**src/logic/ex_pkg.sv**
```systemverilog
// Execute stage package with widths, ALU and branch encodings and the implemented CSR range
package ex_pkg;

  ////////////////////////////////////////
  // Widths
  ////////////////////////////////////////

  // Data path and address width of the core
  localparam int unsigned XLEN = 32;

  // Width of a CSR address as found in the instruction
  localparam int unsigned CSR_ADDR_W = 12;

  ////////////////////////////////////////
  // CSR map
  ////////////////////////////////////////

  // Lowest and highest CSR address that the CSR file implements
  // Anything outside this window is treated as an illegal CSR access
  localparam logic [CSR_ADDR_W-1:0] CSR_IMPL_LO = 12'h300;
  localparam logic [CSR_ADDR_W-1:0] CSR_IMPL_HI = 12'h3ff;

  ////////////////////////////////////////
  // Encodings
  ////////////////////////////////////////

  // ALU operation selected by decode
  typedef enum logic [2:0] {
    ALU_ADD  = 3'd0,
    ALU_SUB  = 3'd1,
    ALU_AND  = 3'd2,
    ALU_OR   = 3'd3,
    ALU_XOR  = 3'd4,
    ALU_SLT  = 3'd5,
    ALU_SLTU = 3'd6
  } alu_op_e;

  // Condition of a conditional branch where LT and GE compare signed
  typedef enum logic [1:0] {
    BR_EQ = 2'd0,
    BR_NE = 2'd1,
    BR_LT = 2'd2,
    BR_GE = 2'd3
  } br_cond_e;

endpackage

```
**src/logic/ex_alu.sv**
```systemverilog
// Combinational ALU with result select and branch comparator
`timescale 1ns/1ps

module ex_alu (
  input  logic [ex_pkg::XLEN-1:0] op_a_i,
  input  logic [ex_pkg::XLEN-1:0] op_b_i,
  input  ex_pkg::alu_op_e         alu_op_i,
  input  ex_pkg::br_cond_e        br_cond_i,
  output logic [ex_pkg::XLEN-1:0] result_o,
  output logic                    cmp_o
);

  logic eq;
  logic lt_s;
  logic lt_u;

  ////////////////////////////////////////
  // Comparator
  ////////////////////////////////////////

  // Shared compare results for SLT, SLTU and the branch condition
  assign eq   = (op_a_i == op_b_i);
  assign lt_s = ($signed(op_a_i) < $signed(op_b_i));
  assign lt_u = (op_a_i < op_b_i);

  // Branch condition picked by the decoded condition field
  always_comb begin
    unique case (br_cond_i)
      ex_pkg::BR_EQ: cmp_o = eq;
      ex_pkg::BR_NE: cmp_o = !eq;
      ex_pkg::BR_LT: cmp_o = lt_s;
      ex_pkg::BR_GE: cmp_o = !lt_s;
      default:       cmp_o = 1'b0;
    endcase
  end

  ////////////////////////////////////////
  // Result
  ////////////////////////////////////////

  // Set-less-than results are zero extended to the full width
  always_comb begin
    unique case (alu_op_i)
      ex_pkg::ALU_ADD: begin
        result_o = op_a_i + op_b_i;
      end
      ex_pkg::ALU_SUB: begin
        result_o = op_a_i - op_b_i;
      end
      ex_pkg::ALU_AND: begin
        result_o = op_a_i & op_b_i;
      end
      ex_pkg::ALU_OR: begin
        result_o = op_a_i | op_b_i;
      end
      ex_pkg::ALU_XOR: begin
        result_o = op_a_i ^ op_b_i;
      end
      ex_pkg::ALU_SLT: begin
        result_o = {{(ex_pkg::XLEN-1){1'b0}}, lt_s};
      end
      ex_pkg::ALU_SLTU: begin
        result_o = {{(ex_pkg::XLEN-1){1'b0}}, lt_u};
      end
      // Unused encoding gives zero
      default: begin
        result_o = '0;
      end
    endcase
  end

endmodule

```
**src/logic/ex_branch.sv**
```systemverilog
// Branch decision and target computation with data-independent timing mode
`timescale 1ns/1ps

module ex_branch (
  input  logic [ex_pkg::XLEN-1:0] pc_i,
  input  logic [ex_pkg::XLEN-1:0] imm_i,
  input  logic                    is_branch_i,
  input  logic                    compressed_i,
  input  logic                    cmp_i,
  input  logic                    dataind_i,
  output logic                    branch_taken_o,
  output logic [ex_pkg::XLEN-1:0] branch_target_o
);

  logic [ex_pkg::XLEN-1:0] target_jump;
  logic [ex_pkg::XLEN-1:0] target_seq;
  logic [ex_pkg::XLEN-1:0] instr_len;

  ////////////////////////////////////////
  // Target addresses
  ////////////////////////////////////////

  // Regular branch target relative to the branch itself
  assign target_jump = pc_i + imm_i;

  // Compressed instructions are two bytes, everything else four
  assign instr_len  = compressed_i ? ex_pkg::XLEN'(2) : ex_pkg::XLEN'(4);
  assign target_seq = pc_i + instr_len;

  ////////////////////////////////////////
  // Decision
  ////////////////////////////////////////

  // In data-independent mode every branch redirects the fetch
  // A failed condition then just jumps to the next instruction
  // so both outcomes cost the same number of cycles
  always_comb begin
    if (dataind_i) begin
      branch_taken_o  = is_branch_i;
      branch_target_o = cmp_i ? target_jump : target_seq;
    end else begin
      branch_taken_o  = is_branch_i && cmp_i;
      branch_target_o = target_jump;
    end
  end

endmodule

```
**src/logic/ex_ctrl.sv**
```systemverilog
// Execute stage control with instruction register, valid flag, handshake and write enables
`timescale 1ns/1ps

module ex_ctrl (
  input  logic                                clk,
  input  logic                                arst_n_i,

  // Decode side
  input  logic                                id_valid_i,
  output logic                                ex_ready_o,
  input  logic [ex_pkg::XLEN-1:0]             pc_i,
  input  logic [ex_pkg::XLEN-1:0]             op_a_i,
  input  logic [ex_pkg::XLEN-1:0]             op_b_i,
  input  logic [ex_pkg::XLEN-1:0]             imm_i,
  input  ex_pkg::alu_op_e                     alu_op_i,
  input  logic                                is_branch_i,
  input  ex_pkg::br_cond_e                    br_cond_i,
  input  logic                                compressed_i,
  input  logic                                rf_we_i,
  input  logic                                csr_en_i,
  input  logic [ex_pkg::CSR_ADDR_W-1:0]       csr_addr_i,
  input  logic                                lsu_en_i,
  input  logic                                lsu_split_i,
  input  logic                                xif_accepted_i,

  // Controller side
  input  logic                                halt_i,
  input  logic                                kill_i,

  // Write-back side
  input  logic                                wb_ready_i,
  output logic                                ex_valid_o,
  output logic                                rf_we_o,
  output logic                                csr_en_o,

  // Held fields for the ALU and branch unit
  output logic [ex_pkg::XLEN-1:0]             pc_o,
  output logic [ex_pkg::XLEN-1:0]             op_a_o,
  output logic [ex_pkg::XLEN-1:0]             op_b_o,
  output logic [ex_pkg::XLEN-1:0]             imm_o,
  output ex_pkg::alu_op_e                     alu_op_o,
  output logic                                is_branch_o,
  output ex_pkg::br_cond_e                    br_cond_o,
  output logic                                compressed_o
);

  logic                          valid_q;
  logic                          accept;
  logic                          handoff;
  logic                          is_branch_q;
  logic                          rf_we_q;
  logic                          csr_en_q;
  logic [ex_pkg::CSR_ADDR_W-1:0] csr_addr_q;
  logic                          lsu_en_q;
  logic                          lsu_split_q;
  logic                          xif_accepted_q;
  logic                          csr_legal;

  ////////////////////////////////////////
  // Handshake
  ////////////////////////////////////////

  // Kill always frees the stage while halt freezes it unless a kill overrides
  assign ex_ready_o = kill_i || (!halt_i && (!valid_q || wb_ready_i));
  assign ex_valid_o = valid_q && !halt_i && !kill_i;

  assign accept  = id_valid_i && ex_ready_o;
  assign handoff = ex_valid_o && wb_ready_i;

  // A new instruction wins over handoff and kill because the old one is gone either way
  always_ff @(posedge clk or negedge arst_n_i) begin
    if (!arst_n_i) begin
      valid_q <= 1'b0;
    end else if (accept) begin
      valid_q <= 1'b1;
    end else if (kill_i || handoff) begin
      valid_q <= 1'b0;
    end
  end

  // Instruction register that only loads on an accepted handshake
  always_ff @(posedge clk) begin
    if (accept) begin
      pc_o           <= pc_i;
      op_a_o         <= op_a_i;
      op_b_o         <= op_b_i;
      imm_o          <= imm_i;
      alu_op_o       <= alu_op_i;
      is_branch_q    <= is_branch_i;
      br_cond_o      <= br_cond_i;
      compressed_o   <= compressed_i;
      rf_we_q        <= rf_we_i;
      csr_en_q       <= csr_en_i;
      csr_addr_q     <= csr_addr_i;
      lsu_en_q       <= lsu_en_i;
      lsu_split_q    <= lsu_split_i;
      xif_accepted_q <= xif_accepted_i;
    end
  end

  ////////////////////////////////////////
  // Write enable qualification
  ////////////////////////////////////////

  // The branch unit only sees a branch while the stage presents it
  assign is_branch_o = is_branch_q && ex_valid_o;

  // CSR address must fall inside the implemented window
  assign csr_legal = (csr_addr_q >= ex_pkg::CSR_IMPL_LO) && (csr_addr_q <= ex_pkg::CSR_IMPL_HI);

  // First half of a split load or store never reaches the register file
  assign rf_we_o = valid_q && rf_we_q && !(lsu_en_q && lsu_split_q);

  // Illegal CSR or a coprocessor that took the instruction blocks the CSR write
  assign csr_en_o = valid_q && csr_en_q && csr_legal && !xif_accepted_q;

endmodule

```
**src/logic/ex_stage_top.sv**
```systemverilog
// Execute stage top level connecting control, ALU and branch unit
`timescale 1ns/1ps

module ex_stage_top (
  input  logic                          clk,
  input  logic                          arst_n_i,

  // Decode side
  input  logic                          id_valid_i,
  output logic                          ex_ready_o,
  input  logic [ex_pkg::XLEN-1:0]       pc_i,
  input  logic [ex_pkg::XLEN-1:0]       op_a_i,
  input  logic [ex_pkg::XLEN-1:0]       op_b_i,
  input  logic [ex_pkg::XLEN-1:0]       imm_i,
  input  ex_pkg::alu_op_e               alu_op_i,
  input  logic                          is_branch_i,
  input  ex_pkg::br_cond_e              br_cond_i,
  input  logic                          compressed_i,
  input  logic                          rf_we_i,
  input  logic                          csr_en_i,
  input  logic [ex_pkg::CSR_ADDR_W-1:0] csr_addr_i,
  input  logic                          lsu_en_i,
  input  logic                          lsu_split_i,
  input  logic                          xif_accepted_i,

  // Controller side
  input  logic                          halt_i,
  input  logic                          kill_i,
  input  logic                          dataind_i,

  // Write-back side
  input  logic                          wb_ready_i,
  output logic                          ex_valid_o,
  output logic [ex_pkg::XLEN-1:0]       result_o,
  output logic                          rf_we_o,
  output logic                          csr_en_o,

  // Branch outputs towards fetch
  output logic                          branch_taken_o,
  output logic [ex_pkg::XLEN-1:0]       branch_target_o
);

  // Held instruction fields from the control block
  logic [ex_pkg::XLEN-1:0] pc_q;
  logic [ex_pkg::XLEN-1:0] op_a_q;
  logic [ex_pkg::XLEN-1:0] op_b_q;
  logic [ex_pkg::XLEN-1:0] imm_q;
  ex_pkg::alu_op_e         alu_op_q;
  ex_pkg::br_cond_e        br_cond_q;
  logic                    is_branch_v;
  logic                    compressed_q;
  logic                    alu_cmp;

  ////////////////////////////////////////
  // Instances
  ////////////////////////////////////////

  ex_ctrl i_ex_ctrl (
    .clk            (clk),
    .arst_n_i       (arst_n_i),
    .id_valid_i     (id_valid_i),
    .ex_ready_o     (ex_ready_o),
    .pc_i           (pc_i),
    .op_a_i         (op_a_i),
    .op_b_i         (op_b_i),
    .imm_i          (imm_i),
    .alu_op_i       (alu_op_i),
    .is_branch_i    (is_branch_i),
    .br_cond_i      (br_cond_i),
    .compressed_i   (compressed_i),
    .rf_we_i        (rf_we_i),
    .csr_en_i       (csr_en_i),
    .csr_addr_i     (csr_addr_i),
    .lsu_en_i       (lsu_en_i),
    .lsu_split_i    (lsu_split_i),
    .xif_accepted_i (xif_accepted_i),
    .halt_i         (halt_i),
    .kill_i         (kill_i),
    .wb_ready_i     (wb_ready_i),
    .ex_valid_o     (ex_valid_o),
    .rf_we_o        (rf_we_o),
    .csr_en_o       (csr_en_o),
    .pc_o           (pc_q),
    .op_a_o         (op_a_q),
    .op_b_o         (op_b_q),
    .imm_o          (imm_q),
    .alu_op_o       (alu_op_q),
    .is_branch_o    (is_branch_v),
    .br_cond_o      (br_cond_q),
    .compressed_o   (compressed_q)
  );

  // ALU also produces the branch compare
  ex_alu i_ex_alu (
    .op_a_i    (op_a_q),
    .op_b_i    (op_b_q),
    .alu_op_i  (alu_op_q),
    .br_cond_i (br_cond_q),
    .result_o  (result_o),
    .cmp_o     (alu_cmp)
  );

  // Branch flag is already gated with the stage valid
  ex_branch i_ex_branch (
    .pc_i            (pc_q),
    .imm_i           (imm_q),
    .is_branch_i     (is_branch_v),
    .compressed_i    (compressed_q),
    .cmp_i           (alu_cmp),
    .dataind_i       (dataind_i),
    .branch_taken_o  (branch_taken_o),
    .branch_target_o (branch_target_o)
  );

endmodule

```
**config.mk**
```make
export PLATFORM = sky130hd
export DESIGN_NAME = ex_stage_top
export DESIGN_NICKNAME = d
export VERILOG_FILES = /design/src/logic/ex_pkg.sv /design/src/logic/ex_alu.sv /design/src/logic/ex_branch.sv /design/src/logic/ex_ctrl.sv /design/src/logic/ex_stage_top.sv
export SDC_FILE = /design/constraint.sdc
export NUM_CORES = 1
export LEC_CHECK = 0
export BUFFER_PORTS_ARGS = -buffer_cell sky130_fd_sc_hd__buf_2
export CAP_MARGIN = 20
export CORE_ASPECT_RATIO = 1.2
export CORE_MARGIN = 10
export CORE_UTILIZATION = 50
export DETAILED_ROUTE_END_ITERATION = 8
export GPL_ROUTABILITY_DRIVEN = 0
export HOLD_SLACK_MARGIN = 0.06
export PLACE_DENSITY = 0.73
export SLEW_MARGIN = 20
export SYNTH_ARGS = -nofsm -noshare
export SYNTH_HDL_FRONTEND = slang
export SYNTH_SLANG_ARGS = --single-unit
```
**constraint.sdc**
```tcl
create_clock -name clk -period 6.9 [get_ports clk]
set_clock_uncertainty 0.15 [all_clocks]
set_input_delay 0.345 -clock clk [delete_from_list [all_inputs] [get_ports clk]]
set_output_delay 0.345 -clock clk [all_outputs]
set_load 0.05 [all_outputs]
```
==> reports/results.txt <==
Total GRT Usage: 23.4%
Final Hold Viols: 0
Post-Synthesis Cell Area: 12200 sq um
clk slew on worst S/H paths: 0.06 ns
Synth Area in XOR/XNOR: 5.36%
Synth Instances: 1360
maximum vdd drop: 164 uV
Starting Density: 50.9%
Synth area leaders: edfxtp_1 35%, ha_1 15%, a21oi_1 5.4%
status: completed
postcts setup bufs: 0
critical path class: flop to output port
setup TNS: 0 ns
hold crit path type: input port to flop
CTS sink count: 145
CP Max Fanout: 38
Area Growth Syn to Fin: 27.5%
area leader, netlist: edfxtp_1
simple-gate share of the synthesized area: 14.1%
die width: 163 microns
PD cells: 198 nW/um^2
post-synthesis adder-cell area fraction: 15.3%
most used cell, CP: a21oi_1
Max stage delay on crit path: 0.69 ns
initial drt markers: 929
Syn. warnings: 0
# nets final: 2005
clk_lat worst skew: 0.43 ns
die area: 31200 sq um
Clock Tree Buf Depth: 2
DRC errors left: 0
cts repair resizes: 0
most frequent cells in the layout: 219 x buf_2, 149 x dlygate4sd3_1, 144 x edfxtp_1
Avg Inst Size Synth: 9.01 sq um
vias per std cell: 5.77
# rows: 62
die height: 191 microns
Routed WL per cell: 18.2 microns
Worst Path Buf+Inv: 3
Synth Flop Type: edfxtp_1
proportion of layout cells with a drive suffix above 1: 15.7%
Synth Register Bits: 145
placed wire-length estimate: 26700 microns
min-delay src: op_a_i[27]
R2R setup slack: 3.90 ns
largest net degree at the start of global routing: 94
IO buf count: 219
register area share after synthesis: 35.5%
Util after Layout: 64.9%
Slowest-stage cell, CP: mux2i_4
Synth Area in Compound Gates: 23.1%
maximum capacitance violations: 0
Pre-Repair DR Iteration Count: 6
Worst Hold Endpoint: i_ex_ctrl.op_a_o[27]
fmax: 192 MHz
final slew viol count: 0
Post-DRT Antenna Nets: 0
final worst-path cycle share: 75.6%
ys async rst share: 0.690%
endpoint type of the worst setup path: output port
most common cell after layout, fill and taps aside: buf_2
total CTS buffers: 17
hold depth: 2
Critical Path Start Type: flop
IO Count: 228
mux cell area share after synthesis: 1.14%
Hold-fix buffers, CTS: 149
vias in the first global route: 11900
final setup violating endpoints: 0
number of synthesized flops with an enable pin: 144
Critical Path RT: 6.40 ns
P_leak: 6.69 nW
H-tree depth: 4
CTS tree: built
r2r endpoint: i_ex_ctrl.pc_o[21]
Distinct cells, synth: 78
critical path's top delay family: compound AO/OA/AOI/OAI gates
routed vias: 11700
Syn Nets: 1666
root buf cell: clkbuf_16
Slew headroom: 37.9%
final worst path period need: 5.22 ns
Data arrival, critical path: 4.72 ns
overflow left after global routing: 0
core area: 24000 sq um
first-pass GRT wire length: 59500 microns
ordered list of cells on the worst path: inv_1, ha_1, nand2b_1, a21oi_1, a21o_1, a211oi_2, o21ai_2, a221o_1, o211ai_4, mux2i_4, buf_4, nor2_1, a21oi_1, buf_2
Total Wirelength: 37000 microns
largest family of logic cells by synthesized area: compound AO/OA/AOI/OAI gates
RSZ-0062 raised after global routing: no
actual slew at the worst max-slew pin: 0.931 ns
Worst R2R Start: i_ex_ctrl.valid_q
Reg2Reg Depth: 5
Synth top area share: 35.3%
antenna violations before repair: 0
==> layout make-up <==
class / count / area (sq um)
Fill cell: 1969 / 8430
Multi-Input combinational cell: 1044 / 7230
Sequential cell: 145 / 4350
Timing Repair Buffer: 378 / 2660
Clock buffer: 19 / 433
Inverter: 113 / 424
Tap cell: 320 / 400
Clock inverter: 11 / 116
Antenna cell: 1 / 2.50
==> kinds of logic after synthesis <==
logic type      count (synthesis)
compound gates                436
xor+xnor                       75
fa+ha+maj                     147
buf+inv                       171
flops                         145
mux                            11
simple gates                  375
==> per-stage QoR <==
| step | hold WS, ns | power (mW) | std cells | setup WS [ns] | area [sq um] |
|---|---|---|---|---|---|
| after floorplan | -0.101 | 1.86 | 1360 | 2.00 | 12200 |
| after global placement | -0.0298 | 2.11 | 1851 | 2.16 | 13600 |
| after detailed placement | -0.0299 | 2.12 | 1851 | 2.13 | 13600 |
| after CTS | 0.448 | 3.09 | 2030 | 1.66 | 15600 |
| after global routing | 0.457 | 3.24 | 2030 | 1.33 | 15600 |
| final | 0.467 | 3.09 | 2031 | 1.68 | 15600 |
==> state kept, by name, indices dropped and copies added, names as in the netlist, 2 cells and up <==
signal                cells
i_ex_ctrl.csr_addr_q      4
i_ex_ctrl.op_a_o         32
i_ex_ctrl.imm_o          32
i_ex_ctrl.br_cond_o       2
i_ex_ctrl.pc_o           32
i_ex_ctrl.alu_op_o        3
i_ex_ctrl.op_b_o         32
==> synth_stat cells (all sizes together) (10+ instances only) <==
master,instances
buf,18
o22ai,15
nand2,110
nor2b,15
and3,10
nand4,13
o21ai,91
nor3,21
xor2,21
clkbuf,40
a211oi,24
nand3,35
xnor2,54
o211ai,19
edfxtp,144
a21o,27
ha,143
inv,112
a31oi,14
a21oi,131
o31ai,15
o21bai,18
nor2,123
==> worst max path at each step <==
stage                                 end  slack (ns)           startpoint  cells after the start
floorplan           i_ex_ctrl.alu_op_o[0]        2.00    i_ex_ctrl.valid_q                      3
global placement      branch_target_o[10]        2.16  i_ex_ctrl.op_b_o[4]                     14
detailed placement    branch_target_o[10]        2.13  i_ex_ctrl.op_b_o[4]                     14
CTS                   branch_target_o[10]        1.66  i_ex_ctrl.op_a_o[4]                     14
global route          branch_target_o[10]        1.33  i_ex_ctrl.op_b_o[4]                     14
finish                branch_target_o[10]        1.68  i_ex_ctrl.op_b_o[4]                     14
==> power by group <==
part           internal (mW)  leakage (nW)  switching (mW)
sequential              1.03          1.39          0.0376
clock                  0.524         0.256           0.371
combinational          0.389          5.05           0.737
total                   1.95          6.69            1.15
==> worst register-to-register path, cell delays in order (launching register included) <==
cell and delay, ns:
dfrtp_1 0.41, nand2b_1 0.09, a21o_1 0.13, and2_4 0.55
buf_4 0.61, buf_4 0.67
==> layer usage <==
layer / vias to the layer above / part of all wire [%] / global-route usage, %
met3: 81 / 7.7 / 5.04
met2: 496 / 51 / 41.7
li1: 5648 / - / -
met5: - / 0 / 0
met4: 0 / 3.0 / 9.13
met1: 5487 / 39 / 26.7
Note: power is estimated with default switching activity, not from simulation.
